===== config.mk =====
export PLATFORM = sky130hd
export DESIGN_NAME = icache_refill
export DESIGN_NICKNAME = d
export VERILOG_FILES = /design/src/hdl/icache_pkg.sv /design/src/hdl/icache_refill.sv
export SDC_FILE = /design/constraint.sdc
export NUM_CORES = 1
export LEC_CHECK = 0
export ABC_AREA = 0
export BUFFER_PORTS_ARGS = -buffer_cell sky130_fd_sc_hd__buf_2
export CAP_MARGIN = 15
export CORE_ASPECT_RATIO = 0.7
export CORE_MARGIN = 4
export CORE_UTILIZATION = 45
export CTS_BUF_LIST = sky130_fd_sc_hd__clkbuf_8
export CTS_CLUSTER_DIAMETER = 30
export CTS_CLUSTER_SIZE = 12
export DETAILED_ROUTE_END_ITERATION = 16
export PLACE_DENSITY = 0.77
export SLEW_MARGIN = 40
export SYNTH_ARGS = -nofsm -noshare
export SYNTH_HDL_FRONTEND = slang
export SYNTH_SLANG_ARGS = --single-unit
export TNS_END_PERCENT = 10

===== constraint.sdc =====
create_clock -name clk -period 4.35 [get_ports clk]
set_input_delay 0.87 -clock clk [delete_from_list [all_inputs] [get_ports clk]]
set_output_delay 0.87 -clock clk [all_outputs]
set_load 0.1 [all_outputs]

===== src/hdl/icache_pkg.sv =====
package icache_pkg;

    ////////////////////
    // geometry
    ////////////////////
    localparam int num_ways         = 4;
    localparam int num_sets         = 128;
    localparam int words_per_line   = 8;
    // last set cleared by the sweep after reset
    localparam int reset_sweep_last = 127;

    ////////////////////
    // vector types
    ////////////////////
    typedef logic [6:0]   set_idx_t;
    typedef logic [19:0]  cache_tag_t;
    typedef logic [31:0]  word_t;
    typedef logic [127:0] half_line_t;
    typedef logic [255:0] line_t;
    typedef logic [3:0]   way_sel_t;
    typedef logic [2:0]   plru_bits_t;
    typedef logic [2:0]   beat_idx_t;

    // one request as it moves down the pipeline
    typedef struct packed {
        logic       valid;
        set_idx_t   set;
        logic       offset;
        cache_tag_t tag;
        logic       exception;
    } stage_t;

    // shared access to the four way arrays
    typedef struct packed {
        set_idx_t   set;
        way_sel_t   wway;
        cache_tag_t wtag;
        logic       wvalid;
        // line data is written only on a fill
        logic       wline_en;
    } array_cmd_t;

    typedef enum logic [2:0] {
        reset_sweep,
        idle,
        run,
        miss,
        refill,
        finish,
        recover
    } cache_state_e;

endpackage


===== src/hdl/icache_refill.sv =====
`timescale 1ns/1ns

module icache_refill
    import icache_pkg::*;
(
    input  logic         clk,
    input  logic         rst,
    input  cache_state_e state,
    input  stage_t       miss_req,
    // AXI read address
    output logic [31:0]  araddr,
    output logic         arvalid,
    input  logic         arready,
    // AXI read data
    input  word_t        rdata,
    input  logic         rvalid,
    input  logic         rlast,
    output logic         rready,
    output line_t        fill_line,
    output logic         burst_done
);

    word_t     line_buf [words_per_line];
    beat_idx_t beat;
    logic      beat_take;

    ////////////////////
    // address channel
    ////////////////////
    // requested half line first, the slave wraps inside the line
    assign araddr  = {miss_req.tag, miss_req.set, miss_req.offset, 4'b0000};
    assign arvalid = (state == miss);
    assign rready  = (state == refill);

    // ends the current bus phase
    // address taken in miss, last beat in refill
    assign burst_done = ((state == miss) && arready)
                     || ((state == refill) && rvalid && rlast);

    ////////////////////
    // data channel
    ////////////////////
    assign beat_take = rvalid && rready;

    // counter wraps on its own at 3 bits
    always_ff @(posedge clk) begin
        if (!rst) begin
            beat <= '0;
        end else if (state == miss) begin
            beat <= {miss_req.offset, 2'b00};
        end else if (beat_take) begin
            beat <= beat + 1'b1;
        end
    end

    always_ff @(posedge clk) begin
        if (beat_take) begin
            line_buf[beat] <= rdata;
        end
    end

    // word 0 in the low bits of the line
    always_comb begin
        for (int i = 0; i < words_per_line; i++) begin
            fill_line[i*32 +: 32] = line_buf[i];
        end
    end

endmodule


## After elaboration in Yosys (flattened, before gate mapping)

Memories as Yosys holds them, arrays and structs flattened.
Index checks and enable logic that the tools add are counted.

| operators by class | value |
|---|---|
| add/sub/neg operators | 1 |
| equality and inequality tests | 2 |
| mux-type cells | 4 |
| bitwise gates (word level) | 1 |
| reductions and logical operators | 6 |

Operators by type and width:

| kind | number |
|---|---|
| 3-bit 2-to-1 mux | 2 |
| 3-bit by 1-bit adder with 3-bit output (second input constant) | 1 |
| 3-bit by 2-bit equality test with 1-bit output (second input constant) | 1 |
| 3-bit equality test (second input constant) | 1 |
| 1-bit logical AND | 3 |
| 1-bit 2-to-1 mux | 2 |
| 2-bit nonzero test | 1 |
| 2-bit OR reduction | 1 |
| 1-bit logical OR | 1 |
| 1-bit inverter | 1 |

| word-level totals | value |
|---|---|
| register bits after elaboration | 3 |
| bits in writable memories | 256 |
| bits of input ports | 70 |
| logic and storage cells | 17 |
| memories | 1 |

Memory list:

| name | depth | width | read ports | clocked after memory_dff | write ports | line | source |
|---|---|---|---|---|---|---|---|
| line_buf | 8 | 32 | 8 | 0 | 1 | icache_refill.sv:23 | `word_t line_buf [words_per_line];` |

## Logic depth before layout (Yosys ltp)

| logic depth | value |
|---|---|
| depth in word-level cells | 4 |
| depth in mapped cells | 4 |
| mapped depth without buffers | 4 |

## Worst setup path after synthesis

No wires, ideal clock.

| timing | value |
|---|---|
| path kind | input to register |
| start | input state[1] |
| end | memory line_buf[0][0] in the netlist's numbering (enable) |
| arrival | 3.627 ns |
| slack | 0.262 ns |
| stages on the path | 4 |
| cells stage by stage | nor4bb_1 buf_2 nand2b_1 nor3_1 |

| between the ends | value |
|---|---|
| cells in the longest elaborated chain, start to end | 4 |

RTL lines:

| what | line | source |
|---|---|---|
| start: declaration | icache_refill.sv:8 | `input cache_state_e state,` |
| 3-bit equality test | icache_refill.sv:33 | `assign rready = (state == refill);` |
| 1-bit logical AND | icache_refill.sv:43 | `assign beat_take = rvalid && rready;` |
| 1-bit 2-to-1 mux | icache_refill.sv:57 | `if (beat_take) begin` |
| 1-bit 2-to-1 mux (implied by the code) | icache_refill.sv:58 | `line_buf[beat] <= rdata;` |
| end: declaration | icache_refill.sv:23 |  |

Every way passes these cells.

## Worst setup path after layout

| timing | value |
|---|---|
| start | input state[1] |
| end | output burst_done |

| between the ends | value |
|---|---|
| cells in the longest elaborated chain, start to end | 4 |
| elaborated cells on any way between the ends | 6 |
| classes of those cells | 2 x eq/ne; 4 x reduce/logical |

RTL lines:

| what | line | source |
|---|---|---|
| 3-bit equality test | icache_refill.sv:38 | `\|\| ((state == refill) && rvalid && rlast);` |
| 1-bit logical AND (2 in a row) | icache_refill.sv:38 |  |
| 1-bit logical OR (*) | icache_refill.sv:38 |  |
| end: declaration | icache_refill.sv:20 | `output logic burst_done` |

Mark *: on every way between the ends. The rest lies on a longest branch, timed or not.

==> out/summary.txt <==
Drt wl/cell -> 22.6 um
Met3 Resource Use GR -> 7.29%
PortBufs -> 300
First-pass GRT wire length -> 29000 um
Tot GR Track Use -> 19.1%
Clock transition at the registers of the reported paths -> 60 ps
Final GP Congestion -> 0.819
Synth top area cells -> edfxtp_1, buf_4, dfxtp_1
Die area -> 20400 um^2
CTS buffer count -> 37
DRC viols -> 0
Synth warnings -> 0
1st-pass router iterations -> 4
Vias -> 4366
Least-Margin Pin Slew -> 636 ps
Largest net degree at the start of global routing -> 33
Slew margin rel. -> 57.5%
Fin. max-slew vios -> 0
FF-to-FF End -> line_buf[6][11]$_DFFE_PP_
Post-synthesis sequential area ratio -> 94.8%
# hold bufs at CTS -> 0
Die Height -> 121 um
Initial antenna violation count -> 0
Starting Density -> 46.8%
GR Overflow Total -> 0
Setup Skew -> 23.7 ps
Total clock sinks -> 259
Reg2reg setup slack -> 2450 ps
Mapped cell area -> 8170 um^2
Vias in the first global route -> 4547
Overall power -> 0.00498 W
Hold Path Stages -> 2
Fin nets -> 715
Tmin final -> 2880 ps
Post-DRT Antenna Nets -> 0
Status -> completed
Power per Cell Area -> 463 nW/um^2
Worst hold start -> beat[0]$_SDFFE_PP0P_
CP Data Required Time -> 3480 ps
Peak VDD IR -> 0.000339 V
Max H-tree Level -> 2
# IOs -> 361
Mean Syn Cell Area -> 25.4 um^2
Layout cells sized above 1 -> 56.5%
Min-delay worst type -> reg2reg
Tcrit/Tclk final -> 66.3%
Clock root buffer -> clkbuf_8
Worst path arrival time -> 2010 ps
Cells on worst reg2reg path -> 3
DR vias/cell -> 4.84
Post-Route WL -> 20400 um
Longest Clk Path Bufs -> 3
Hold EP -> beat[0]$_SDFFE_PP0P_
Hpwl dp -> 13600 um
Leakage -> 4.10 nW
Worst Setup SP -> state[1]
Startpoint types -> input pin
Cts repair resizes -> 0
Clk Latency, worst-skew pair -> 510 ps
Core ar. -> 17500 um^2
Max FO, Critical Path -> 4
CTS tree -> built
Highest Clock Rate -> 347 MHz
RSZ-0062 raised after global routing -> false
ANT cells -> 0
Worst Setup Path Type -> in2out
Routing usage on met1 -> 23.2%
Most common cell after layout, fill and taps aside -> buf_2
Post-Synthesis Cells -> 322
Dominant cell type by area after synthesis -> edfxtp_1
# rows -> 40
Post-CTS Repair Setup Buffers -> 0
Layer carrying the most global-route usage -> met2
Die Wd -> 169 um
Maxcap violations -> 0
Synth top area share -> 94.1%
Hold Vio Cnt, Final -> 0
Worst reg2reg path startpoint -> beat[2]$_SDFFE_PN0P_
Worst setup EP type -> primary output
Most frequent cells in the layout -> buf_2, edfxtp_1, clkbuf_8
Setup TNS Final -> 0 ps
Initial DRC count -> 567
Final setup viols -> 0
Met2 Track Usage GR -> 32.3%
Synth cell types -> 21
Register bit total from synthesis -> 259
Area Overhead vs Synth -> 31.5%
-- registers in the layout, summed over array words and instances, names as in the netlist --
signal / cells
line_buf: 256
beat: 3
-- critical path: stages --
cell      delay, ps
buf_2           120
nor4bb_1        390
a22o_1          210
buf_2           420
-- worst max path at each step --
stage	endpoint	slack, ps	depth (start not counted)
3_3_place_gp	line_buf[6][20]$_DFFE_PP_	1330	6
3_5_place_dp	line_buf[6][20]$_DFFE_PP_	1290	6
5_1_grt	burst_done	1400	4
2_1_floorplan	line_buf[0][0]$_DFFE_PP_	260	4
4_1_cts	burst_done	1460	4
6_report	burst_done	1470	4
-- synthesized netlist by cell type (all sizes together) --
library cell  count
ha                1
nand3b            1
a21boi            1
nor3b             1
nand2             4
mux2i             1
conb              1
inv               1
nand2b            4
a22o              1
nor2b             1
nor4bb            1
dfxtp             3
buf              33
nor3              2
a21oi             1
edfxtp          256
nor2              7
o2bb2ai           1
o221a             1
-- logic make-up (layout without fill, tap and decap cells) --
group                      Yosys count  after routing  synth area share, %
AOI/OAI and AO/OA                    5              5                0.505
adders and majority gates            1              1                0.153
buffers and inverters               34            380                 3.05
DFF                                259            259                 94.8
muxes                                1              1                0.122
other                                1              4               0.0459
and+or+nand+nor                     21             21                 1.32
-- report_power, final --
part / switching (W) / total, W / internal (W)
Sequential: 0.00000356 / 0.00275 / 0.00275
Combinational: 0.000123 / 0.000146 / 0.0000225
Clock: 0.000941 / 0.00208 / 0.00114
-- routing by layer --
| metal | part of all wire (%) | routed length, um |
|---|---|---|
| met4 | 1.5 | 313 |
| met3 | 12 | 2430 |
| met2 | 50 | 10100 |
| met1 | 37 | 7530 |
| met5 | 0 | 0 |
-- metrics by stage --
stage | hold WS [ps] | utilization (%) | cell area [um^2] | setup slack (ps) | instances
after floorplan | 472 | - | 8180 | 262 | 325
after global placement | 487 | 56.8 | 9920 | 1330 | 836
after detailed placement | 514 | 56.8 | 9920 | 1290 | 836
after CTS | 525 | 61.5 | 10700 | 1460 | 902
after global routing | 541 | 61.5 | 10700 | 1400 | 902
final | 527 | 61.5 | 10700 | 1470 | 902
-- final cells by class --
class	instances	area (um^2)
Multi-Input combinational cell	32	241
Clock inverter	29	319
Tap cell	231	289
Clock buffer	37	509
Timing Repair Buffer	313	1640
Inverter	1	3.75
Sequential cell	259	7750
Fill cell	1193	6720
No activity file was read; power rests on OpenSTA's default activity.
