--- config.mk ---
export PLATFORM = sky130hd
export DESIGN_NAME = icache_ctrl
export DESIGN_NICKNAME = d
export VERILOG_FILES = /design/src/hdl/icache_pkg.sv /design/src/hdl/icache_ctrl.sv
export SDC_FILE = /design/constraint.sdc
export NUM_CORES = 1
export LEC_CHECK = 0
export ABC_AREA = 1
export BUFFER_PORTS_ARGS = -buffer_cell sky130_fd_sc_hd__buf_4
export CORE_MARGIN = 3
export CORE_UTILIZATION = 32
export DETAILED_ROUTE_END_ITERATION = 10
export PLACE_DENSITY = 0.82
export SYNTH_ARGS = -nofsm -noshare
export SYNTH_HDL_FRONTEND = slang
export SYNTH_SLANG_ARGS = --single-unit
--- constraint.sdc ---
create_clock -name clk -period 1.5 [get_ports clk]
set_input_delay 0.3 -clock clk [delete_from_list [all_inputs] [get_ports clk]]
set_output_delay 0.3 -clock clk [all_outputs]
set_load 0.02 [all_outputs]
--- src/hdl/icache_pkg.sv ---
package icache_pkg;

    ////////////////////
    // geometry
    ////////////////////
    localparam int num_ways         = 4;
    localparam int num_sets         = 128;
    localparam int words_per_line   = 8;
    // last set cleared by the sweep after reset
    localparam int reset_sweep_last = 127;

    ////////////////////
    // vector types
    ////////////////////
    typedef logic [6:0]   set_idx_t;
    typedef logic [19:0]  cache_tag_t;
    typedef logic [31:0]  word_t;
    typedef logic [127:0] half_line_t;
    typedef logic [255:0] line_t;
    typedef logic [3:0]   way_sel_t;
    typedef logic [2:0]   plru_bits_t;
    typedef logic [2:0]   beat_idx_t;

    // one request as it moves down the pipeline
    typedef struct packed {
        logic       valid;
        set_idx_t   set;
        logic       offset;
        cache_tag_t tag;
        logic       exception;
    } stage_t;

    // shared access to the four way arrays
    typedef struct packed {
        set_idx_t   set;
        way_sel_t   wway;
        cache_tag_t wtag;
        logic       wvalid;
        // line data is written only on a fill
        logic       wline_en;
    } array_cmd_t;

    typedef enum logic [2:0] {
        reset_sweep,
        idle,
        run,
        miss,
        refill,
        finish,
        recover
    } cache_state_e;

endpackage

--- src/hdl/icache_ctrl.sv ---
`timescale 1ns/1ns

module icache_ctrl
    import icache_pkg::*;
(
    input  logic         clk,
    input  logic         rst,
    input  stage_t       tag_stage,
    input  stage_t       data_stage,
    input  set_idx_t     next_set,
    input  logic         hit,
    input  logic         burst_done,
    input  way_sel_t     victim,
    input  cache_tag_t   fill_tag,
    output cache_state_e state,
    output array_cmd_t   cmd,
    output logic         plru_pick,
    output logic         plru_commit
);

    cache_state_e state_nxt;
    set_idx_t     sweep_cnt;
    logic         need_fill;

    // data stage lookup failed in run
    assign need_fill = (state == run) && data_stage.valid
                    && !data_stage.exception && !hit;

    assign plru_pick   = need_fill;
    assign plru_commit = (state == finish);

    ////////////////////
    // main FSM
    ////////////////////
    always_comb begin
        state_nxt = state;
        case (state)
            reset_sweep: begin
                if (sweep_cnt == set_idx_t'(reset_sweep_last)) begin
                    state_nxt = idle;
                end
            end
            idle:    state_nxt = run;
            run:     state_nxt = need_fill ? miss : run;
            miss:    state_nxt = burst_done ? refill : miss;
            refill:  state_nxt = burst_done ? finish : refill;
            finish:  state_nxt = recover;
            // re-read the filled set, then compare it in idle
            recover: state_nxt = idle;
            default: state_nxt = idle;
        endcase
    end

    always_ff @(posedge clk) begin
        if (!rst) begin
            state     <= reset_sweep;
            sweep_cnt <= '0;
        end else begin
            state <= state_nxt;
            if (state == reset_sweep) begin
                sweep_cnt <= sweep_cnt + 1'b1;
            end
        end
    end

    ////////////////////
    // array command
    ////////////////////
    always_comb begin
        cmd = '0;
        case (state)
            reset_sweep: begin
                cmd.set  = sweep_cnt;
                cmd.wway = '1;
            end
            finish: begin
                cmd.set      = data_stage.set;
                cmd.wway     = victim;
                cmd.wtag     = fill_tag;
                cmd.wvalid   = 1'b1;
                cmd.wline_en = 1'b1;
            end
            idle:    cmd.set = tag_stage.set;
            run:     cmd.set = next_set;
            default: cmd.set = data_stage.set;
        endcase
    end

endmodule

# After elaboration in Yosys (flattened, before gate mapping)
# Cells that the tools add are included.
[totals]
register_bits = 10
output_inout_bits = 38
elab_cells = 24
[classes]
n_addsub = 1
n_eq_ne = 7
mux = 8
reduce_logical = 6
[op_table]
columns = ["operator", "n"]
rows = [
  ["two-way mux 22 bit", 1],
  ["case mux 7 bit (3 select lines)", 1],
  ["case mux 3 bit (6 select lines)", 1],
  ["case mux 4 bit (2 select lines)", 1],
  ["adder 7 x 1 -> 7 bit, second input constant", 1],
  ["equality test 7 bit, second input constant", 1],
  ["equality test 3 x 2 -> 1 bit, second input constant", 2],
  ["equality test 3 bit, second input constant", 2],
  ["two-way mux 3 bit", 2],
  ["equality test 3 x 1 -> 1 bit, second input constant", 1],
  ["logical AND 1 bit", 3],
  ["zero test 3 bit", 1],
  ["zero test 1 bit", 2],
  ["two-way mux 1 bit", 2],
  ["!= test 2 bit, second input constant", 1],
]

# Longest topological paths before layout
# Gate-level depths: netlist of run 1.
[logic_depth]
depth_word = 6
depth_mapped = 8

# Worst setup path after synthesis of run 1
# No wires, ideal clock.
[synth_timing]
path_kind = "flip-flop to output port"
from = "reg state[0]"
to = "out cmd[10] in the netlist's numbering"
arrival_time_ns = 1.399
required_ns = 1.200
setup_slack_ns = -0.199
stages_incl_launch_ff = 7
n_path_buf = 2
cell_sequence = "dfxtp_1 -> buf_2 -> nand2_2 -> nor2_4 -> inv_2 -> buf_6 -> nor2_2"
[synth_lines]
columns = ["element", "line", "text"]
rows = [
  ["from (decl)", "icache_ctrl.sv:15", "output cache_state_e state,"],
  ["from (signal assigned)", "icache_ctrl.sv:56", "state <= reset_sweep;"],
  ["from (signal assigned)", "icache_ctrl.sv:59", "state <= state_nxt;"],
  ["to (decl)", "icache_ctrl.sv:16", "output array_cmd_t cmd,"],
]

==> results.yml, run 1 <==
run_status:
  status: "complete, but fails checks"
  violations: "negative setup slack"
power_and_ir_drop:
  leakage_nw: 1.07
  p_total_w: 0.00132
  ir_drop_mv: 0.616
  power_density_mw_per_mm2: 608
floorplan:
  fp-row-count: 19
  die_y_um: 62.2
  start_util: 0.351
  die_area_sq_mm: 0.00387
  fp.dieW_um: 62.2
  coreArea_sq_mm: 0.00288
  io_pins: 133
layout:
  antenna_cells: 0
  final_util: 0.755
  final_nets: 372
  finalNonFillerCells: 317
  drive_above_1_share: 0.578
  area_growth_pct: 115
hold_path:
  hp-start: "rst"
  min_to: "sweep_cnt[3]$_SDFFE_PN0N_"
  min_path_cells: 3
  hold_class: "primary input to flop"
placed_design:
  routabilityCongestion: 0.785
  hpwl_mm: 2.76
  dp_cells: 304
  io_buffers: 88
grt:
  grt_pass1_vias: 1340
  grt_usage: 0.183
  grt-ovfl-total: 0
  grt_max_degree: 12
  met2_usage: 0.340
  grt_pass1_wl_mm: 5.92
  grt.met1_usage: 0.218
  top_usage_layer: "met2"
  grt_use_met3: 0.0450
  antenna_found_initial: 0
synth:
  syn_area_sq_mm: 0.00101
  yosysTopAreaCellShare: 0.204
  yosysWarnings: 0
  seq_area_frac_synth: 0.198
  syn_nets: 269
  yosysTopAreaCell: "nand2_1"
  synth_cell_types: 20
  synth_area_leaders: "nand2_1 20%, dfxtp_1 20%, nor2_2 14%, inv_1 11%, nand4_1 6.2%"
  syn_avg_cell_area_sq_um: 5.84
  synth-seq-cells: 10
  synthCells: 173
clock_network:
  clk_latency_ps: 270
  cts_buffer_depth: 2
  numCtsBuffers: 3
  hold_buffers: 0
  clk_pin_slew_ps: 70
  htree_levels: 1
  root_buffer: "clkbuf_4"
  tritoncts: "done"
  clkSinkCount: 10
worst_setup_path:
  cp_cell_sequence: "inv_6 > nand2_4 > nor2_4 > inv_4 > clkbuf_16 > nor2_4 > buf_6"
  critPathTopFamily: "buffers and inverters"
  cp_slowest_stage_delay_ps: 380
  cpMaxStageDelayCell: "dfxtp_4"
  cp_max_fo: 5
  criticalPathCategory: "flop to primary output"
  r2r_start: "sweep_cnt[0]$_SDFFE_PN0N_"
  r2r_setup_slack_ps: 170
  worstSetupStartpointType: "flop"
  worst_r2r_path_depth: 7
  endpoint_kind: "primary output"
  timing.rr.end: "state[0]$_SDFFE_PN0P_"
  critical_path_arrival_ps: 1400
  critical_path_buf_inv_count: 4
  crit_top_cell: "nor2_4"
  cp.required_ps: 1200
detailed_routing:
  antenna_left: 0
  vias: 1452
  first_pass_iters: 4
  viasPerCell: 4.58
  drc: 0
  routedWlPerCell_um: 13.6
  drt_iter0_drc: 57
  totalWireLength_mm: 4.30
timing:
  rsz0062_at_grt: "yes"
  relSlewSlack: 0.731
  min_period_ps: 1700
  fmax_mhz: 590
  skew_ps: 2.95
  fin_crit_sh: 1.13
  whs_ps: 298
  setup_viol: 35
  drv_slew: 0
  tightest_slew_ps: 403
  hold_viol: 0
  setup-tns-final_ps: -4900
  setup_slack_ps: -195
run:
  maxCapViolations: 0
placed cells by master (no fill, tap or decap):
master,netlist,final
a21oi_1,6,6
buf_12,0,2
buf_4,2,67
buf_6,3,33
clkbuf_16,0,2
clkbuf_4,0,3
clkbuf_8,0,1
dfxtp_1,10,7
dfxtp_4,0,3
ha_1,1,1
inv_1,29,28
inv_2,2,1
inv_4,2,3
inv_6,0,1
nand2_1,55,43
nand2_2,3,13
nand2_4,2,4
nand3_1,6,6
nand4_1,10,10
nor2_1,11,10
nor2_2,22,3
nor2_4,2,22
nor3_4,1,1
nor3b_1,1,1
o21ai_0,4,4
cell type report:
type                       count  area, sq um
inverter                      33          136
multi-input combinational    124          771
sequential                    10          211
clock buffer                   4         36.3
tap                           42         52.6
timing repair buffer         104          965
fill                         190          704
metal layers:
layer	share of wire	wire (um)	vias up
met5	0	0	-
met4	0.014	59	0
met3	0.062	265	10
met2	0.54	2320	65
met1	0.38	1650	648
li1	-	-	729
worst max-delay path by stage:
stage                           from  endpoint  slack [ps]  depth (start not counted)
2_1_floorplan  state[0]$_SDFFE_PN0P_   cmd[10]         -40                          6
3_3_place_gp   state[1]$_SDFFE_PN0P_   cmd[11]         100                          7
3_5_place_dp   state[1]$_SDFFE_PN0P_   cmd[11]          90                          7
4_1_cts        state[1]$_SDFFE_PN0P_   cmd[10]        -160                          7
5_1_grt        state[1]$_SDFFE_PN0P_   cmd[13]        -260                          7
6_report       state[1]$_SDFFE_PN0P_   cmd[13]        -200                          7
report_power, final:
| group | leakage [nW] | switching [W] | internal (W) | total (W) |
|---|---|---|---|---|
| clock network | 0.0210 | 0.0000979 | 0.000148 | 0.000245 |
| logic | 0.969 | 0.000377 | 0.000355 | 0.000732 |
| registers | 0.0836 | 0.0000468 | 0.000296 | 0.000343 |
Yosys cell counts:
cell type,instances
a21oi_1,6
buf_2,1
buf_4,2
buf_6,3
dfxtp_1,10
ha_1,1
inv_1,29
inv_2,2
inv_4,2
nand2_1,55
nand2_2,3
nand2_4,2
nand3_1,6
nand4_1,10
nor2_1,11
nor2_2,22
nor2_4,2
nor3_4,1
nor3b_1,1
o21ai_0,4
tightest hold or removal path, cell delays in order:
cell,delay [ps]
buf_4,130
nand2_1,60
nor2_1,30
sequential cells by signal, summed over array words and instances (netlist names):
signal,count
sweep_cnt,7
state,3
logic make-up after synthesis:
kind of cell / after synthesis / synth area share
AND/OR/NAND/NOR: 113 / 0.559
buffers and inverters: 39 / 0.181
AO/OA/AOI/OAI: 10 / 0.0495
flip-flops: 10 / 0.198
adder cells (fa/ha/maj): 1 / 0.0124
stage by stage:
step / setup slack (ps) / area, sq um
after floorplan: -39.5 / 1150
after global placement: 96.2 / 1870
after detailed placement: 87.6 / 1870
after CTS: -156 / 2090
after global routing: -258 / 2170
final: -195 / 2170
timing repair:
| item | in CTS | in global routing |
|---|---|---|
| resized for setup | 29 | 25 |
| cloned | 1 | 2 |
| endpoints found under the setup margin | 35 | 35 |
| buffers inserted | 7 | 1 |
| pin swaps | 1 | 4 |
| hold endpoints to repair | 0 | 0 |
Power figures use the tool's default switching activity.
==> run 2, diff against run 1 <==
--- a/config.mk
+++ b/config.mk
@@ -10,7 +10,7 @@
 export CORE_MARGIN = 3
 export CORE_UTILIZATION = 32
 export DETAILED_ROUTE_END_ITERATION = 10
-export PLACE_DENSITY = 0.82
+export PLACE_DENSITY = 0.85
 export SYNTH_ARGS = -nofsm -noshare
 export SYNTH_HDL_FRONTEND = slang
 export SYNTH_SLANG_ARGS = --single-unit
==> results.yml, run 2 (synthesis gave the netlist of run 1 again) <==
run_status:
  status: "complete, but fails checks"
  violations: "negative setup slack"
timing:
  tightest_slew_ps: 346
  fin_crit_sh: 1.17
  relSlewSlack: 0.769
  fmax_mhz: 571
  rsz0062_at_grt: "yes"
  drv_slew: 0
  whs_ps: 301
  setup_slack_ps: -251
  setup_viol: 35
  setup-tns-final_ps: -6840
  min_period_ps: 1750
  skew_ps: 6.19
  hold_viol: 0
floorplan:
  fp-row-count: 19
  coreArea_sq_mm: 0.00288
  start_util: 0.351
  fp.dieW_um: 62.2
  io_pins: 133
  die_area_sq_mm: 0.00387
  die_y_um: 62.2
grt:
  grt-ovfl-total: 0
  grt_usage: 0.246
  grt_max_degree: 10
  grt_pass1_vias: 1579
  antenna_found_initial: 0
  grt_pass1_wl_mm: 7.82
layout:
  largest_register: "sweep_cnt"
  largest_reg_flops: 7
  final_nets: 378
  mostFrequentLayoutCells: "69 x buf_4, 45 x nand2_1, 33 x buf_6"
  final_cell_area_sq_mm: 0.00227
  drive_above_1_share: 0.580
  largestRegisters: "sweep_cnt: 7 flops, state: 3 flops"
  area_growth_pct: 124
  finalNonFillerCells: 323
  antenna_cells: 0
  final_common_cell: "buf_4"
detailed_routing:
  drc: 0
  antenna_left: 0
  drt_iter0_drc: 77
  viasPerCell: 4.81
  routedWlPerCell_um: 16.0
  vias: 1554
  first_pass_iters: 4
  totalWireLength_mm: 5.18
placed_design:
  dpl_cell_area_sq_mm: 0.00185
  io_buffers: 88
  dp_cells: 303
  hpwl_mm: 2.86
  routabilityCongestion: 0.797
power_and_ir_drop:
  leakage_nw: 1.10
  swShare: 0.405
  seqPwrFrac: 0.238
  p_clk_frac: 0.176
  power_density_mw_per_mm2: 624
  switching_power_w: 0.000573
  p_comb_frac: 0.586
  intPower_w: 0.000842
  ir_drop_mv: 0.554
worst_setup_path:
  cp.required_ps: 1200
  r2r_start: "state[1]$_SDFFE_PN0P_"
  criticalPathCategory: "flop to primary output"
  endpoint_kind: "primary output"
  timing.rr.end: "sweep_cnt[6]$_SDFFE_PN0N_"
  worstSetupStartpointType: "flop"
  crit_path_end: "cmd[26]"
  setup.worst_path.start: "state[2]$_SDFFE_PN0P_"
  worst_r2r_path_depth: 10
  r2r_setup_slack_ps: 120
  critical_path_arrival_ps: 1450
  cp_max_fo: 9
clock_network:
  cts_buffer_depth: 2
  clkSinkCount: 10
  clk_latency_ps: 270
  clk_pin_slew_ps: 70
  numCtsBuffers: 3
  htree_levels: 1
  root_buffer: "clkbuf_4"
  tritoncts: "done"
run:
  maxCapViolations: 0
hold_path:
  hold_class: "primary input to flop"
==> run 2: changes by cell type in the layout (fill, tap and decap cells not counted), moves of 2 or more <==
cell,before,now
nand2_2,13,10
buf_16,0,3
buf_4,67,69
buf_12,2,4
clkbuf_16,2,0
nand2_1,43,45
==> run 2: area by class of cell <==
cell class                 instances  area (sq um)
timing repair inverter             1          6.26
fill                             164           608
sequential                        10           211
inverter                          33           139
tap                               42          52.6
multi-input combinational        124           771
timing repair buffer             109          1050
clock buffer                       4          36.3
==> run 2: repair_timing <==
action / CTS / global route
hold buffers: 0 / 0
setup endpoints to repair: 35 / 36
gates cloned: 4 / 0
pin swaps: 6 / 1
gates resized for setup: 39 / 19
buffers inserted: 10 / 2
==> run 2: power groups by stage <==
stage,Combinational [W],Sequential (W),Clock (W)
2_1_floorplan,0.000358,0.000340,0
3_3_place_gp,0.000629,0.000348,0
3_5_place_dp,0.000640,0.000351,0
4_1_cts,0.000766,0.000333,0.000250
5_1_grt,0.000885,0.000340,0.000270
6_report,0.000829,0.000337,0.000249
==> run 2: metrics by stage <==
stage	power, W	setup WS [ps]	util
6_report	0.00142	-251	0.789
5_1_grt	0.00150	-318	0.789
4_1_cts	0.00135	-164	0.763
3_5_place_dp	0.000991	58.9	0.644
3_3_place_gp	0.000977	74.3	0.644
2_1_floorplan	0.000698	-39.5	-
==> run 2: worst min path at each step <==
| stage | end | slack [ps] | start | depth (start not counted) |
|---|---|---|---|---|
| finish | sweep_cnt[3]$_SDFFE_PN0N_ | 300 | rst | 3 |
| global route | state[0]$_SDFFE_PN0P_ | 310 | rst | 3 |
| global placement | sweep_cnt[0]$_SDFFE_PN0N_ | 480 | sweep_cnt[0]$_SDFFE_PN0N_ | 1 |
| CTS | sweep_cnt[3]$_SDFFE_PN0N_ | 290 | rst | 3 |
| detailed placement | sweep_cnt[0]$_SDFFE_PN0N_ | 480 | sweep_cnt[0]$_SDFFE_PN0N_ | 1 |
| floorplan | state[0]$_SDFFE_PN0P_ | 420 | rst | 2 |
==> run 2: worst max-delay path: stages (launching register included) <==
cell and delay [ps]:
dfxtp_4 380, buf_12 130, nor3_4 240, buf_12 160, nand2_1 50, nand4_1 60, buf_4 140
==> run 2: metal layers <==
metal | global-route usage | wire length (um) | vias to the layer above
li1 | - | - | 738
met1 | 0.278 | 1830 | 721
met2 | 0.480 | 2790 | 79
met3 | 0.0468 | 353 | 16
met4 | 0.0359 | 206 | 0
met5 | 0 | 0 | -
