File: config.mk
export PLATFORM = sky130hd
export DESIGN_NAME = icache_plru
export DESIGN_NICKNAME = d
export VERILOG_FILES = /design/src/hdl/icache_pkg.sv /design/src/hdl/icache_plru.sv
export SDC_FILE = /design/constraint.sdc
export NUM_CORES = 1
export LEC_CHECK = 0
export BUFFER_PORTS_ARGS = -buffer_cell sky130_fd_sc_hd__buf_2
export CORE_UTILIZATION = 40
export DETAILED_ROUTE_END_ITERATION = 10
export SYNTH_ARGS = -nofsm -noshare
export SYNTH_HDL_FRONTEND = slang
export SYNTH_SLANG_ARGS = --single-unit
File: constraint.sdc
create_clock -name clk -period 7.67 [get_ports clk]
set_input_delay 1.9175 -clock clk [delete_from_list [all_inputs] [get_ports clk]]
set_output_delay 1.9175 -clock clk [all_outputs]
set_load 0.02 [all_outputs]
File: src/hdl/icache_pkg.sv
package icache_pkg;

    ////////////////////
    // geometry
    ////////////////////
    localparam int num_ways         = 4;
    localparam int num_sets         = 128;
    localparam int words_per_line   = 8;
    // last set cleared by the sweep after reset
    localparam int reset_sweep_last = 127;

    ////////////////////
    // vector types
    ////////////////////
    typedef logic [6:0]   set_idx_t;
    typedef logic [19:0]  cache_tag_t;
    typedef logic [31:0]  word_t;
    typedef logic [127:0] half_line_t;
    typedef logic [255:0] line_t;
    typedef logic [3:0]   way_sel_t;
    typedef logic [2:0]   plru_bits_t;
    typedef logic [2:0]   beat_idx_t;

    // one request as it moves down the pipeline
    typedef struct packed {
        logic       valid;
        set_idx_t   set;
        logic       offset;
        cache_tag_t tag;
        logic       exception;
    } stage_t;

    // shared access to the four way arrays
    typedef struct packed {
        set_idx_t   set;
        way_sel_t   wway;
        cache_tag_t wtag;
        logic       wvalid;
        // line data is written only on a fill
        logic       wline_en;
    } array_cmd_t;

    typedef enum logic [2:0] {
        reset_sweep,
        idle,
        run,
        miss,
        refill,
        finish,
        recover
    } cache_state_e;

endpackage

File: src/hdl/icache_plru.sv
`timescale 1ns/1ns

module icache_plru
    import icache_pkg::*;
(
    input  logic     clk,
    input  logic     rst,
    input  set_idx_t set,
    input  logic     pick,
    input  logic     commit,
    output way_sel_t victim
);

    plru_bits_t tree [num_sets];
    plru_bits_t cur;
    way_sel_t   pick_way;

    assign cur = tree[set];

    // bit 0 picks the pair, bit 1 or bit 2 the way inside it
    always_comb begin
        if (!cur[0]) begin
            pick_way = cur[1] ? 4'b0010 : 4'b0001;
        end else begin
            pick_way = cur[2] ? 4'b1000 : 4'b0100;
        end
    end

    always_ff @(posedge clk) begin
        if (!rst) begin
            victim <= 4'b0001;
            for (int i = 0; i < num_sets; i++) begin
                tree[i] <= '0;
            end
        end else begin
            if (pick) begin
                victim <= pick_way;
            end
            // turn the tree away from the way just filled
            if (commit) begin
                case (victim)
                    4'b0001: tree[set] <= {cur[2], 2'b11};
                    4'b0010: tree[set] <= {cur[2], 2'b01};
                    4'b0100: tree[set] <= {1'b1, cur[1], 1'b0};
                    4'b1000: tree[set] <= {1'b0, cur[1], 1'b0};
                    default: tree[set] <= cur;
                endcase
            end
        end
    end

endmodule

Word level (Yosys, flattened, before mapping)
Memories as Yosys holds them, arrays and structs flattened.
Cells that the tools add are included.

word-level totals
  flip-flop bits (word level) = 4
  RAM bits = 384
  input bits = 11
  output and inout port bits = 4
  word-level logic and storage cells = 43
  memories kept = 1

memories
  name  depth  bits a word  rd ports  clocked after memory_dff  write ports  line               source
  tree  128    3            1         0                         128          icache_plru.sv:14  plru_bits_t tree [num_sets];

operators by class
  equality and inequality tests = 4
  multiplexer cells = 31
  bitwise logic cells = 4
  reductions and logical operators = 2

operators with widths
  operator                                              number
  two-way mux 1 bit                                     22
  two-way mux 3 bit                                     5
  two-way mux 4 bit                                     2
  two-way mux 7 bit                                     1
  equality test 4 x 1 -> 1 bit (second input constant)  1
  equality test 4 x 2 -> 1 bit (second input constant)  1
  equality test 4 x 3 -> 1 bit (second input constant)  1
  equality test 4 bit (second input constant)           1
  bitwise OR 1 bit                                      4
  OR reduction 4 bit                                    1
  OR reduction 3 bit                                    1
  two-way mux 2 bit                                     1

Depth between registers and ports, before layout
Gate-level depths: netlist of the first run.

  depth after elaboration = 11
  gate-level depth with buffers = 13
  gate-level depth less buffers = 7

Least setup slack after synthesis of the first run
Ideal clock, no wire load.

  path kind = in2reg
  from = input port set[0]
  to = memory tree[100][0] (netlist bit) (data pin)
  setup time = 0.257 ns
  arrival = 4.047 ns
  data required time = 7.413 ns
  path slack = 3.367 ns
  cell stages on the path = 11
  path buffers = 4
  cells stage by stage = buf_2 -> buf_2 -> mux4_2 -> o31ai_1 -> o32ai_1 -> nand4_1 -> and3_1 -> a2bb2oi_2 -> buf_2 -> buf_4 -> nor2_1

RTL lines
  item             line               source
  start, declared  icache_plru.sv:8   input set_idx_t set,
  end, declared    icache_plru.sv:14

==> results.sh, run 1 <==
export IMPL_synthArstFlopShare=0
export IMPL_insertion_delay_ns=0.56
export IMPL_crit_path_max_incr_delay_ns=0.81
export IMPL_drt_iter0_drc=1809
export IMPL_fin_area_um2=20900
export IMPL_setup_tns_ns=0
export IMPL_arrival_ns=5.72
export IMPL_yosysUniqueCellTypes=67
export IMPL_die_w_um=221
export IMPL_crit_fanout=54
export IMPL_skew_ns=0.0153
export IMPL_hpwl_mm=33.8
export IMPL_vias=13500
export IMPL_crit_slowest_cell="buf_4"
export IMPL_post_place_cells=2078
export IMPL_yosysMostFrequentCell="edfxtp_1"
export IMPL_gp_congestion=0.883
export IMPL_end_kind="register"
export IMPL_grt_pass1_wl_mm=86.5
export IMPL_top_layer="met4"
export IMPL_cts_hold_buf=0
export IMPL_synth_top_area_frac=0.598
export IMPL_yosysSeqAreaShare=0.603
export IMPL_routed_wl_met3_mm=5.77
export IMPL_cp_common_cell="buf_4"
export IMPL_syn_area_um2=19300
export IMPL_hold_viol_final=0
export IMPL_grt_pass1_vias=13200
export IMPL_worstPathCellList="buf_4 > clkinv_1 > buf_4 > a221oi_1 > o22ai_1 > o31ai_1 > a2111oi_4 > a31oi_4 > buf_4 > nor3_1"
export IMPL_fp_row_count=80
export IMPL_wl_met1_mm=23.6
export IMPL_place_area_um2=19600
export IMPL_synth_ff_type="edfxtp_1"
export IMPL_nFillCells=4405
export IMPL_drive_gt1_frac=0.203
export IMPL_layout_cells_non_filler=2154
export IMPL_cts_sinks=388
export IMPL_power_leakage_nw=7.08
export IMPL_cts_tree="yes"
export IMPL_antenna_found_initial=1
export IMPL_synth_area_top_cells="edfxtp_1 (60%), nor3_2 (6.2%), nand2_1 (5.5%)"
export IMPL_fp_dieH_um=221
export IMPL_synth_common_cells="edfxtp_1 (384), nand2_1 (284), nor2_1 (166), nor3_1 (145), nor3_2 (120)"
export IMPL_fin_ws_ns=2.22
export IMPL_cts_made_buffers=42
export IMPL_peakVddDrop_v=0.000139
export IMPL_wl_per_cell_um=26.7
export IMPL_grt_ovfl_total=0
export IMPL_first_pass_iters=6
export IMPL_cts_htree_levels=2
export IMPL_synth_area_per_cell_um2=12.3
export IMPL_rsz0062_at_grt="no"
export IMPL_final_antenna_net_count=0
export IMPL_cts_resized=0
export IMPL_fin_crit_ns=5.45
export IMPL_via_per_inst=6.25
export IMPL_maxCapViolations=0
export IMPL_status="complete, no violations"
export IMPL_ios=15
export IMPL_diodes=0
export IMPL_post_cts_buffers=0
export IMPL_syn_inst=1564
export IMPL_required_ns=7.94
export IMPL_finalSetupViolCount=0
export IMPL_synth_top_area_cell="edfxtp_1"
export IMPL_wl_mm=57.6
export IMPL_worst_slew_pin_slew_ns=1.09
export IMPL_drc=0
export IMPL_rrSetupSlack_ns=4.39
export IMPL_syn2layout_area_growth_pct=8.50
export IMPL_max_slew_margin=0.274
export IMPL_critical_path_class="in2reg"
export IMPL_initial_core_util=0.404
export IMPL_hold_class="reg2reg"
export IMPL_yosysWarnings=0
export IMPL_crit_buf_inv=4
export IMPL_synth_enable_flop_cells=384
export IMPL_die_area_um2=49000
export IMPL_pre_cts_slack_ns=1.71
export IMPL_power_density_nw_per_um2=238
export IMPL_grt_max_degree=93
export IMPL_cts_max_path_buffers=3
export IMPL_fin_nets=1518
export IMPL_root_buffer="clkbuf_16"
export IMPL_coreArea_um2=47600
export IMPL_max_freq_mhz=183
export IMPL_clk_pin_slew_worst_paths_ns=0.06
export IMPL_track_usage=0.235
export IMPL_fin_crit_sh=0.711
export IMPL_dr_wl_met2_mm=26.5
export IMPL_port_buffers=14
export IMPL_drv_slew=0
export IMPL_critPathTopFamily="buffers and inverters"
export IMPL_startpoint_type="input pin"
export IMPL_ys_seq_elements=388
export IMPL_p_total_w=0.00497
export IMPL_synth_nets=1575
==> layout make-up <==
| class | instances | area (um2) | share of cell area |
|---|---|---|---|
| Clock buffer | 57 | 1170 | 0.0560 |
| Inverter | 9 | 33.8 | 0.00162 |
| Sequential cell | 388 | 11600 | 0.555 |
| Multi-Input combinational cell | 1024 | 6810 | 0.326 |
| Tap cell | 615 | 769 | 0.0368 |
| Clock inverter | 19 | 138 | 0.00658 |
| Timing Repair Buffer | 42 | 375 | 0.0180 |
==> registers in the layout (all words and copies together), names as in the netlist <==
register / count
tree: 384
victim: 4
==> worst paths after layout <==
check                                   to   startpoint  cells past startpoint
worst max-delay path            tree[4][2]       set[0]                     10
worst min-delay path             victim[3]    victim[3]                      2
worst max register to register  tree[4][2]  tree[26][2]                      8
worst min register to register   victim[3]    victim[3]                      2
==> through the flow <==
stage               utilization  hold WS (ns)
finish                    0.439         0.622
global route              0.439         0.653
CTS                       0.439         0.624
detailed placement        0.411         0.614
global placement          0.411         0.595
floorplan                     -         0.599
==> placed cells by master (no fill, tap or decap), types with 8 or more instances in the layout <==
cell type | synthesis | layout
edfxtp_1 | 384 | 384
nand2_1 | 284 | 284
nor2_1 | 166 | 158
nor3_1 | 145 | 145
nor3_2 | 120 | 120
a221oi_1 | 58 | 58
clkbuf_16 | 0 | 45
mux4_2 | 39 | 39
mux2_2 | 24 | 24
buf_4 | 39 | 24
mux2i_1 | 21 | 21
o21ai_0 | 16 | 16
a22oi_1 | 16 | 16
o22ai_1 | 12 | 12
clkbuf_1 | 33 | 12
buf_2 | 48 | 11
clkinv_1 | 2 | 10
nand3_1 | 9 | 9
nand2b_1 | 9 | 9
o221ai_1 | 9 | 9
nor2b_1 | 9 | 8
clkinv_2 | 0 | 8
==> metal layers <==
metal | vias up | track usage
met4 | 0 | 0.0771
met5 | - | 0
met1 | 6778 | 0.332
li1 | 5777 | -
met3 | 143 | 0.0462
met2 | 770 | 0.363
==> power by group <==
part | switching (W) | total [W] | internal [W]
sequential | 0.0000326 | 0.00243 | 0.00240
combinational | 0.000436 | 0.000567 | 0.000131
clock | 0.000834 | 0.00197 | 0.00113
total | 0.00130 | 0.00497 | 0.00367
==> cell families (layout without fill, tap and decap cells) <==
group,Yosys count,in the layout,synth area share
buf+inv,152,127,0.0491
compound gates,166,166,0.0685
flops,388,388,0.603
mux,87,87,0.0723
xor+xnor,2,2,0.000909
simple gates,769,769,0.207
==> worst register-to-register path: stages, from the launching register on <==
cell	delay (ns)
edfxtp_1	0.39
mux2_2	0.28
a221oi_1	0.31
o221ai_1	0.18
a41oi_1	0.45
a41oi_2	0.15
a31oi_4	0.26
buf_4	0.81
nor3_1	0.16
No activity file was read; power rests on OpenSTA's default activity.
==> run 2: changes to the inputs <==
--- a/config.mk
+++ b/config.mk
@@ -5,6 +5,7 @@
 export SDC_FILE = /design/constraint.sdc
 export NUM_CORES = 1
 export LEC_CHECK = 0
+export ABC_AREA = 1
 export BUFFER_PORTS_ARGS = -buffer_cell sky130_fd_sc_hd__buf_2
 export CORE_UTILIZATION = 40
 export DETAILED_ROUTE_END_ITERATION = 10
==> constraint.sdc (replaced) <==
create_clock -name clk -period 4.6 [get_ports clk]
set_input_delay 1.15 -clock clk [delete_from_list [all_inputs] [get_ports clk]]
set_output_delay 1.15 -clock clk [all_outputs]
set_load 0.02 [all_outputs]
==> run 2 against run 1 <==
  * Routed wire length up 2.4%
  * Clock-buffer cell count shrank 5
  * Non-clock buffer count grew 33
  * Final cell count increased by 34%
  * First-iteration DRC count up 6.2%
  * Synthesized area rose by 1.6%
  * Design area rose by 4.3%
  * Combinational power increased by 46%
  * Highest routed layer unchanged
==> results.sh, run 2 <==
export IMPL_grt_pass1_vias=15600
export IMPL_cts_htree_levels=2
export IMPL_clk_pin_slew_worst_paths_ns=0.06
export IMPL_synth_top_area_cell="edfxtp_1"
export IMPL_fp_dieH_um=223
export IMPL_routed_wl_met3_mm=4.95
export IMPL_ios=15
export IMPL_wl_per_cell_um=20.4
export IMPL_drc=0
export IMPL_layout_common_cells="nand2_1 (843), edfxtp_1 (384), nor2_1 (284)"
export IMPL_grt_max_degree=129
export IMPL_setup_tns_ns=0
export IMPL_first_pass_iters=6
export IMPL_rsz0062_at_grt="no"
export IMPL_skew_ns=0.0182
export IMPL_syn2layout_area_growth_pct=11.4
export IMPL_coreArea_um2=48000
export IMPL_wl_mm=58.9
export IMPL_synth_area_top_cells="edfxtp_1 (59%), nand2_1 (16%), a21oi_1 (6.6%)"
export IMPL_cts_max_path_buffers=3
export IMPL_grt_pass1_wl_mm=90.9
export IMPL_power_leakage_nw=9.35
export IMPL_cts_tree="yes"
export IMPL_dr_wl_met2_mm=27.6
export IMPL_vias=16000
export IMPL_yosysWarnings=0
export IMPL_syn_area_um2=19600
export IMPL_power_density_nw_per_um2=374
export IMPL_cts_hold_buf=0
export IMPL_critical_path_class="in2reg"
export IMPL_startpoint_type="input pin"
export IMPL_gp_congestion=0.859
export IMPL_yosysMostFrequentCell="nand2_1"
export IMPL_antenna_found_initial=0
export IMPL_die_area_um2=49800
export IMPL_diodes=0
export IMPL_synth_area_per_cell_um2=8.56
export IMPL_synthArstFlopShare=0
export IMPL_peakVddDrop_v=0.000222
export IMPL_track_usage=0.240
export IMPL_synth_top_area_frac=0.589
export IMPL_register_area_um2=11600
export IMPL_drive_gt1_frac=0.0760
export IMPL_top_regs="tree x384, victim x4"
export IMPL_grt_ovfl_total=0
export IMPL_synth_nets=2297
export IMPL_fp_row_count=80
export IMPL_drt_iter0_drc=1922
export IMPL_holdWs_ns=0.521
export IMPL_cts_resized=0
export IMPL_yosysUniqueCellTypes=24
export IMPL_largest_reg_flops=384
export IMPL_synth_ff_type="edfxtp_1"
export IMPL_status="complete, no violations"
export IMPL_synth_common_cells="nand2_1 (845), edfxtp_1 (384), nor2_1 (287), a21oi_1 (260), inv_1 (152)"
export IMPL_arrival_ns=3.90
export IMPL_port_buffers=14
export IMPL_layout_commonest_cell="nand2_1"
export IMPL_p_total_w=0.00816
export IMPL_top_register="tree"
export IMPL_root_buffer="clkbuf_16"
export IMPL_hold_viol_final=0
export IMPL_yosysSeqAreaShare=0.593
export IMPL_max_freq_mhz=277
export IMPL_die_w_um=223
export IMPL_multi_input_area_um2=6770
export IMPL_via_per_inst=5.53
export IMPL_synth_enable_flop_cells=384
export IMPL_crit_fanout=44
export IMPL_fin_ws_ns=0.987
export IMPL_pre_cts_slack_ns=0.473
export IMPL_wl_met1_mm=24.5
export IMPL_insertion_delay_ns=0.57
export IMPL_end_kind="register"
export IMPL_maxCapViolations=0
export IMPL_cts_made_buffers=44
export IMPL_nFillCells=4708
export IMPL_hpwl_mm=35.5
export IMPL_final_antenna_net_count=0
export IMPL_ys_seq_elements=388
export IMPL_syn_inst=2286
export IMPL_finalSetupViolCount=0
export IMPL_max_slew_margin=0.402
export IMPL_initial_core_util=0.407
export IMPL_worst_slew_pin_slew_ns=0.897
export IMPL_post_cts_buffers=0
export IMPL_top_layer="met4"
export IMPL_fin_crit_sh=0.785
export IMPL_cts_sinks=388
export IMPL_required_ns=4.89
export IMPL_fin_nets=2256
export IMPL_hold_class="reg2reg"
export IMPL_utilization=0.454
export IMPL_fin_crit_ns=3.61
export IMPL_drv_slew=0
[run 2: cell types whose count changed after synthesis, sizes merged, moves of 37 or more]
cell	previous run	this run
clkbuf	33	70
nor3	265	6
a221oi	59	0
a21oi	8	260
inv	7	155
nand2	284	846
mux4	39	0
nand3	9	63
nor2	169	288
[run 2: kinds of logic (layout without fill, tap and decap cells)]
logic type             Yosys count  after routing  share of synthesized area
AO/OA/AOI/OAI                  340            340                     0.0921
buffers and inverters          318            308                     0.0665
flip-flops                     388            388                      0.593
AND/OR/NAND/NOR               1240           1240                      0.248
[run 2: layer usage]
metal / vias to the layer above / track usage
met2: 746 / 0.392
met3: 135 / 0.0369
met5: - / 0
met4: 0 / 0.0852
li1: 7423 / -
met1: 7680 / 0.324
[run 2: per-stage QoR]
stage                     cell area, um2  std cells
after detailed placement           20500       2814
after global routing               21800       2891
after CTS                          21800       2891
after global placement             20500       2814
final                              21800       2891
after floorplan                    19600       2286
[run 2: worst max-delay path: stages]
cell,delay (ns)
buf_6,0.27
inv_4,0.19
buf_12,0.23
or2_2,0.30
nand2_1,0.06
nand2_1,0.05
nor2_1,0.29
nor2_1,0.10
nor2_1,0.12
nand2_1,0.05
nand2_1,0.05
nand2_1,0.04
nor2_1,0.13
or2_4,0.36
buf_12,0.30
a21oi_1,0.12
[run 2: area by class of cell]
cell class                 count  area share
sequential                   388       0.532
inverter                     156      0.0270
timing repair buffer          75      0.0349
multi-input combinational   1580       0.310
clock buffer                  52      0.0528
tap                          615      0.0353
clock inverter                25     0.00723
[run 2: path summary, 6_finish.rpt]
path | startpoint | end | slack, ns | depth (start not counted)
max | set[0] | tree[43][0] | 0.99 | 16
min | victim[2] | victim[2] | 0.52 | 2
max reg2reg | victim[3] | tree[107][1] | 1.81 | 9
min reg2reg | victim[2] | victim[2] | 0.52 | 2
[run 2: report_power, final]
group | internal [W] | switching (W) | leakage, nW | total [W]
Combinational | 0.000197 | 0.000627 | 4.73 | 0.000825
Sequential | 0.00400 | 0.0000385 | 3.98 | 0.00404
Clock | 0.00188 | 0.00141 | 0.640 | 0.00329
==> run 3: changes to the inputs <==
==> constraint.sdc (replaced) <==
create_clock -name clk -period 3.4 [get_ports clk]
set_input_delay 0.85 -clock clk [delete_from_list [all_inputs] [get_ports clk]]
set_output_delay 0.85 -clock clk [all_outputs]
set_load 0.02 [all_outputs]
==> run 3 against run 2 <==
  * Critical path depth did not move
  * Setup slack got worse by 0.48 ns
  * Largest power group unchanged
  * Sequential share of layout area fell by 1.9 points
  * Global-route usage fell by 0.19 points
  * Power rose by 39%
  * Largest cell class unchanged
  * Critical endpoint is now tree[110][1]
==> results.sh, run 3 (synthesis gave the netlist of run 2 again) <==
export IMPL_status="complete, no violations"
export IMPL_die_area_um2=49800
export IMPL_layout_common_cells="nand2_1 (843), edfxtp_1 (384), nor2_1 (284)"
export IMPL_critical_path_class="in2reg"
export IMPL_hp_start="pick"
export IMPL_startpoint="set[2]"
export IMPL_drt_iter0_drc=1742
export IMPL_layout_cells_non_filler=2976
export IMPL_worstReg2RegStart="victim[3]"
export IMPL_hold_viol_final=0
export IMPL_cts_resized=0
export IMPL_hpwl_mm=37.1
export IMPL_cts_tree="yes"
export IMPL_cts_sinks=388
export IMPL_top_regs="tree x384, victim x4"
export IMPL_grt_busiest_layer="met2"
export IMPL_layout_commonest_cell="nand2_1"
export IMPL_track_usage=0.238
export IMPL_grtUsageMet2=0.395
export IMPL_fp_dieH_um=223
export IMPL_syn2layout_area_growth_pct=15.6
export IMPL_power_leakage_nw=9.82
export IMPL_drive_gt1_frac=0.110
export IMPL_required_ns=3.71
export IMPL_use_met3=0.0365
export IMPL_final_antenna_net_count=0
export IMPL_crit_fanout=15
export IMPL_fin_area_um2=22600
export IMPL_drv_slew=0
export IMPL_cts_htree_levels=2
export IMPL_maxCapViolations=0
export IMPL_grt_ovfl_total=0
export IMPL_startpoint_type="input pin"
export IMPL_rsz0062_at_grt="no"
export IMPL_worst_slew_pin_slew_ns=1.00
export IMPL_root_buffer="clkbuf_16"
export IMPL_peakVddDrop_v=0.000333
export IMPL_port_buffers=14
export IMPL_insertion_delay_ns=0.59
export IMPL_place_area_um2=21200
export IMPL_end_kind="register"
export IMPL_first_pass_iters=5
export IMPL_fin_crit_ns=2.90
export IMPL_drc=0
export IMPL_coreArea_um2=48000
export IMPL_ios=15
export IMPL_clk_pin_slew_worst_paths_ns=0.06
export IMPL_via_per_inst=5.41
export IMPL_antenna_found_initial=0
export IMPL_post_cts_buffers=0
export IMPL_cts_made_buffers=45
export IMPL_skew_ns=0.0211
export IMPL_fin_nets=2336
export IMPL_wl_per_cell_um=19.8
export IMPL_initial_core_util=0.407
export IMPL_max_freq_mhz=345
export IMPL_met1_usage=0.314
export IMPL_diodes=0
export IMPL_max_slew_margin=0.330
export IMPL_wl_mm=58.9
export IMPL_cts_hold_buf=0
export IMPL_grt_max_degree=77
export IMPL_top_register="tree"
export IMPL_cts_max_path_buffers=3
export IMPL_die_w_um=223
export IMPL_hold_class="in2reg"
export IMPL_arrival_ns=3.20
export IMPL_fin_crit_sh=0.852
export IMPL_vias=16100
export IMPL_gp_congestion=0.860
export IMPL_largest_reg_flops=384
export IMPL_setup_tns_ns=0
export IMPL_grt_pass1_wl_mm=90.2
export IMPL_power_density_nw_per_um2=502
export IMPL_nFillCells=4632
export IMPL_grt_pass1_vias=15900
export IMPL_finalSetupViolCount=0
export IMPL_post_place_cells=2893
export IMPL_p_total_w=0.0114
export IMPL_fp_row_count=80
run 3: cell types whose count changed in the layout (fill, tap and decap cells not counted), sizes merged:
cell    before  now
inv        155  157
buf         75  154
clkinv      23   17
clkbuf      52   62
run 3: worst max-delay path, stage by stage:
cell and delay, ns:
buf_2 0.18, nand2_2 0.11, buf_4 0.32, nor2_1 0.10
o21ai_0 0.11, o21ai_0 0.16, nor2_1 0.17, nor2_1 0.12
nor2_1 0.11, nand2_1 0.05, nand2_1 0.05, and2_1 0.16
nand2_1 0.12, nand2_4 0.22, buf_4 0.27, a21oi_1 0.10
run 3: power breakdown:
group | internal (W) | leakage, nW | switching [W] | total (W)
combinational | 0.000332 | 5.15 | 0.000852 | 0.00118
clock | 0.00274 | 0.692 | 0.00196 | 0.00470
sequential | 0.00541 | 3.98 | 0.0000517 | 0.00546
total | 0.00849 | 9.82 | 0.00286 | 0.0114
run 3: worst paths after layout:
check / to / slack (ns) / cells after the start
min reg2reg: victim[2] / 0.52 / 2
min: victim[1] / 0.47 / 2
max: tree[110][1] / 0.50 / 16
max reg2reg: tree[110][1] / 0.79 / 9
run 3: per-stage QoR:
step / hold WS [ns] / util / worst slack (ns)
finish: 0.472 / 0.471 / 0.504
global route: 0.493 / 0.471 / 0.340
CTS: 0.454 / 0.471 / 0.588
detailed placement: 0.509 / 0.442 / -0.00296
global placement: 0.505 / 0.442 / 0.0320
floorplan: 0.562 / - / 0.501
run 3: cell type report:
| type | count | area [um2] | area share |
|---|---|---|---|
| Inverter | 156 | 588 | 0.0260 |
| Tap cell | 615 | 769 | 0.0340 |
| Timing Repair Buffer | 154 | 1480 | 0.0654 |
| Sequential cell | 388 | 11600 | 0.513 |
| Clock buffer | 62 | 1260 | 0.0558 |
| Clock inverter | 21 | 153 | 0.00675 |
| Multi-Input combinational cell | 1580 | 6770 | 0.299 |
run 3: layer usage:
| layer | up-vias | part of all wire | wire length [um] |
|---|---|---|---|
| met5 | - | 0 | 0 |
| met4 | 0 | 0.031 | 1850 |
| met3 | 119 | 0.081 | 4750 |
| met2 | 699 | 0.47 | 27800 |
| met1 | 7695 | 0.42 | 24400 |
| li1 | 7594 | - | - |
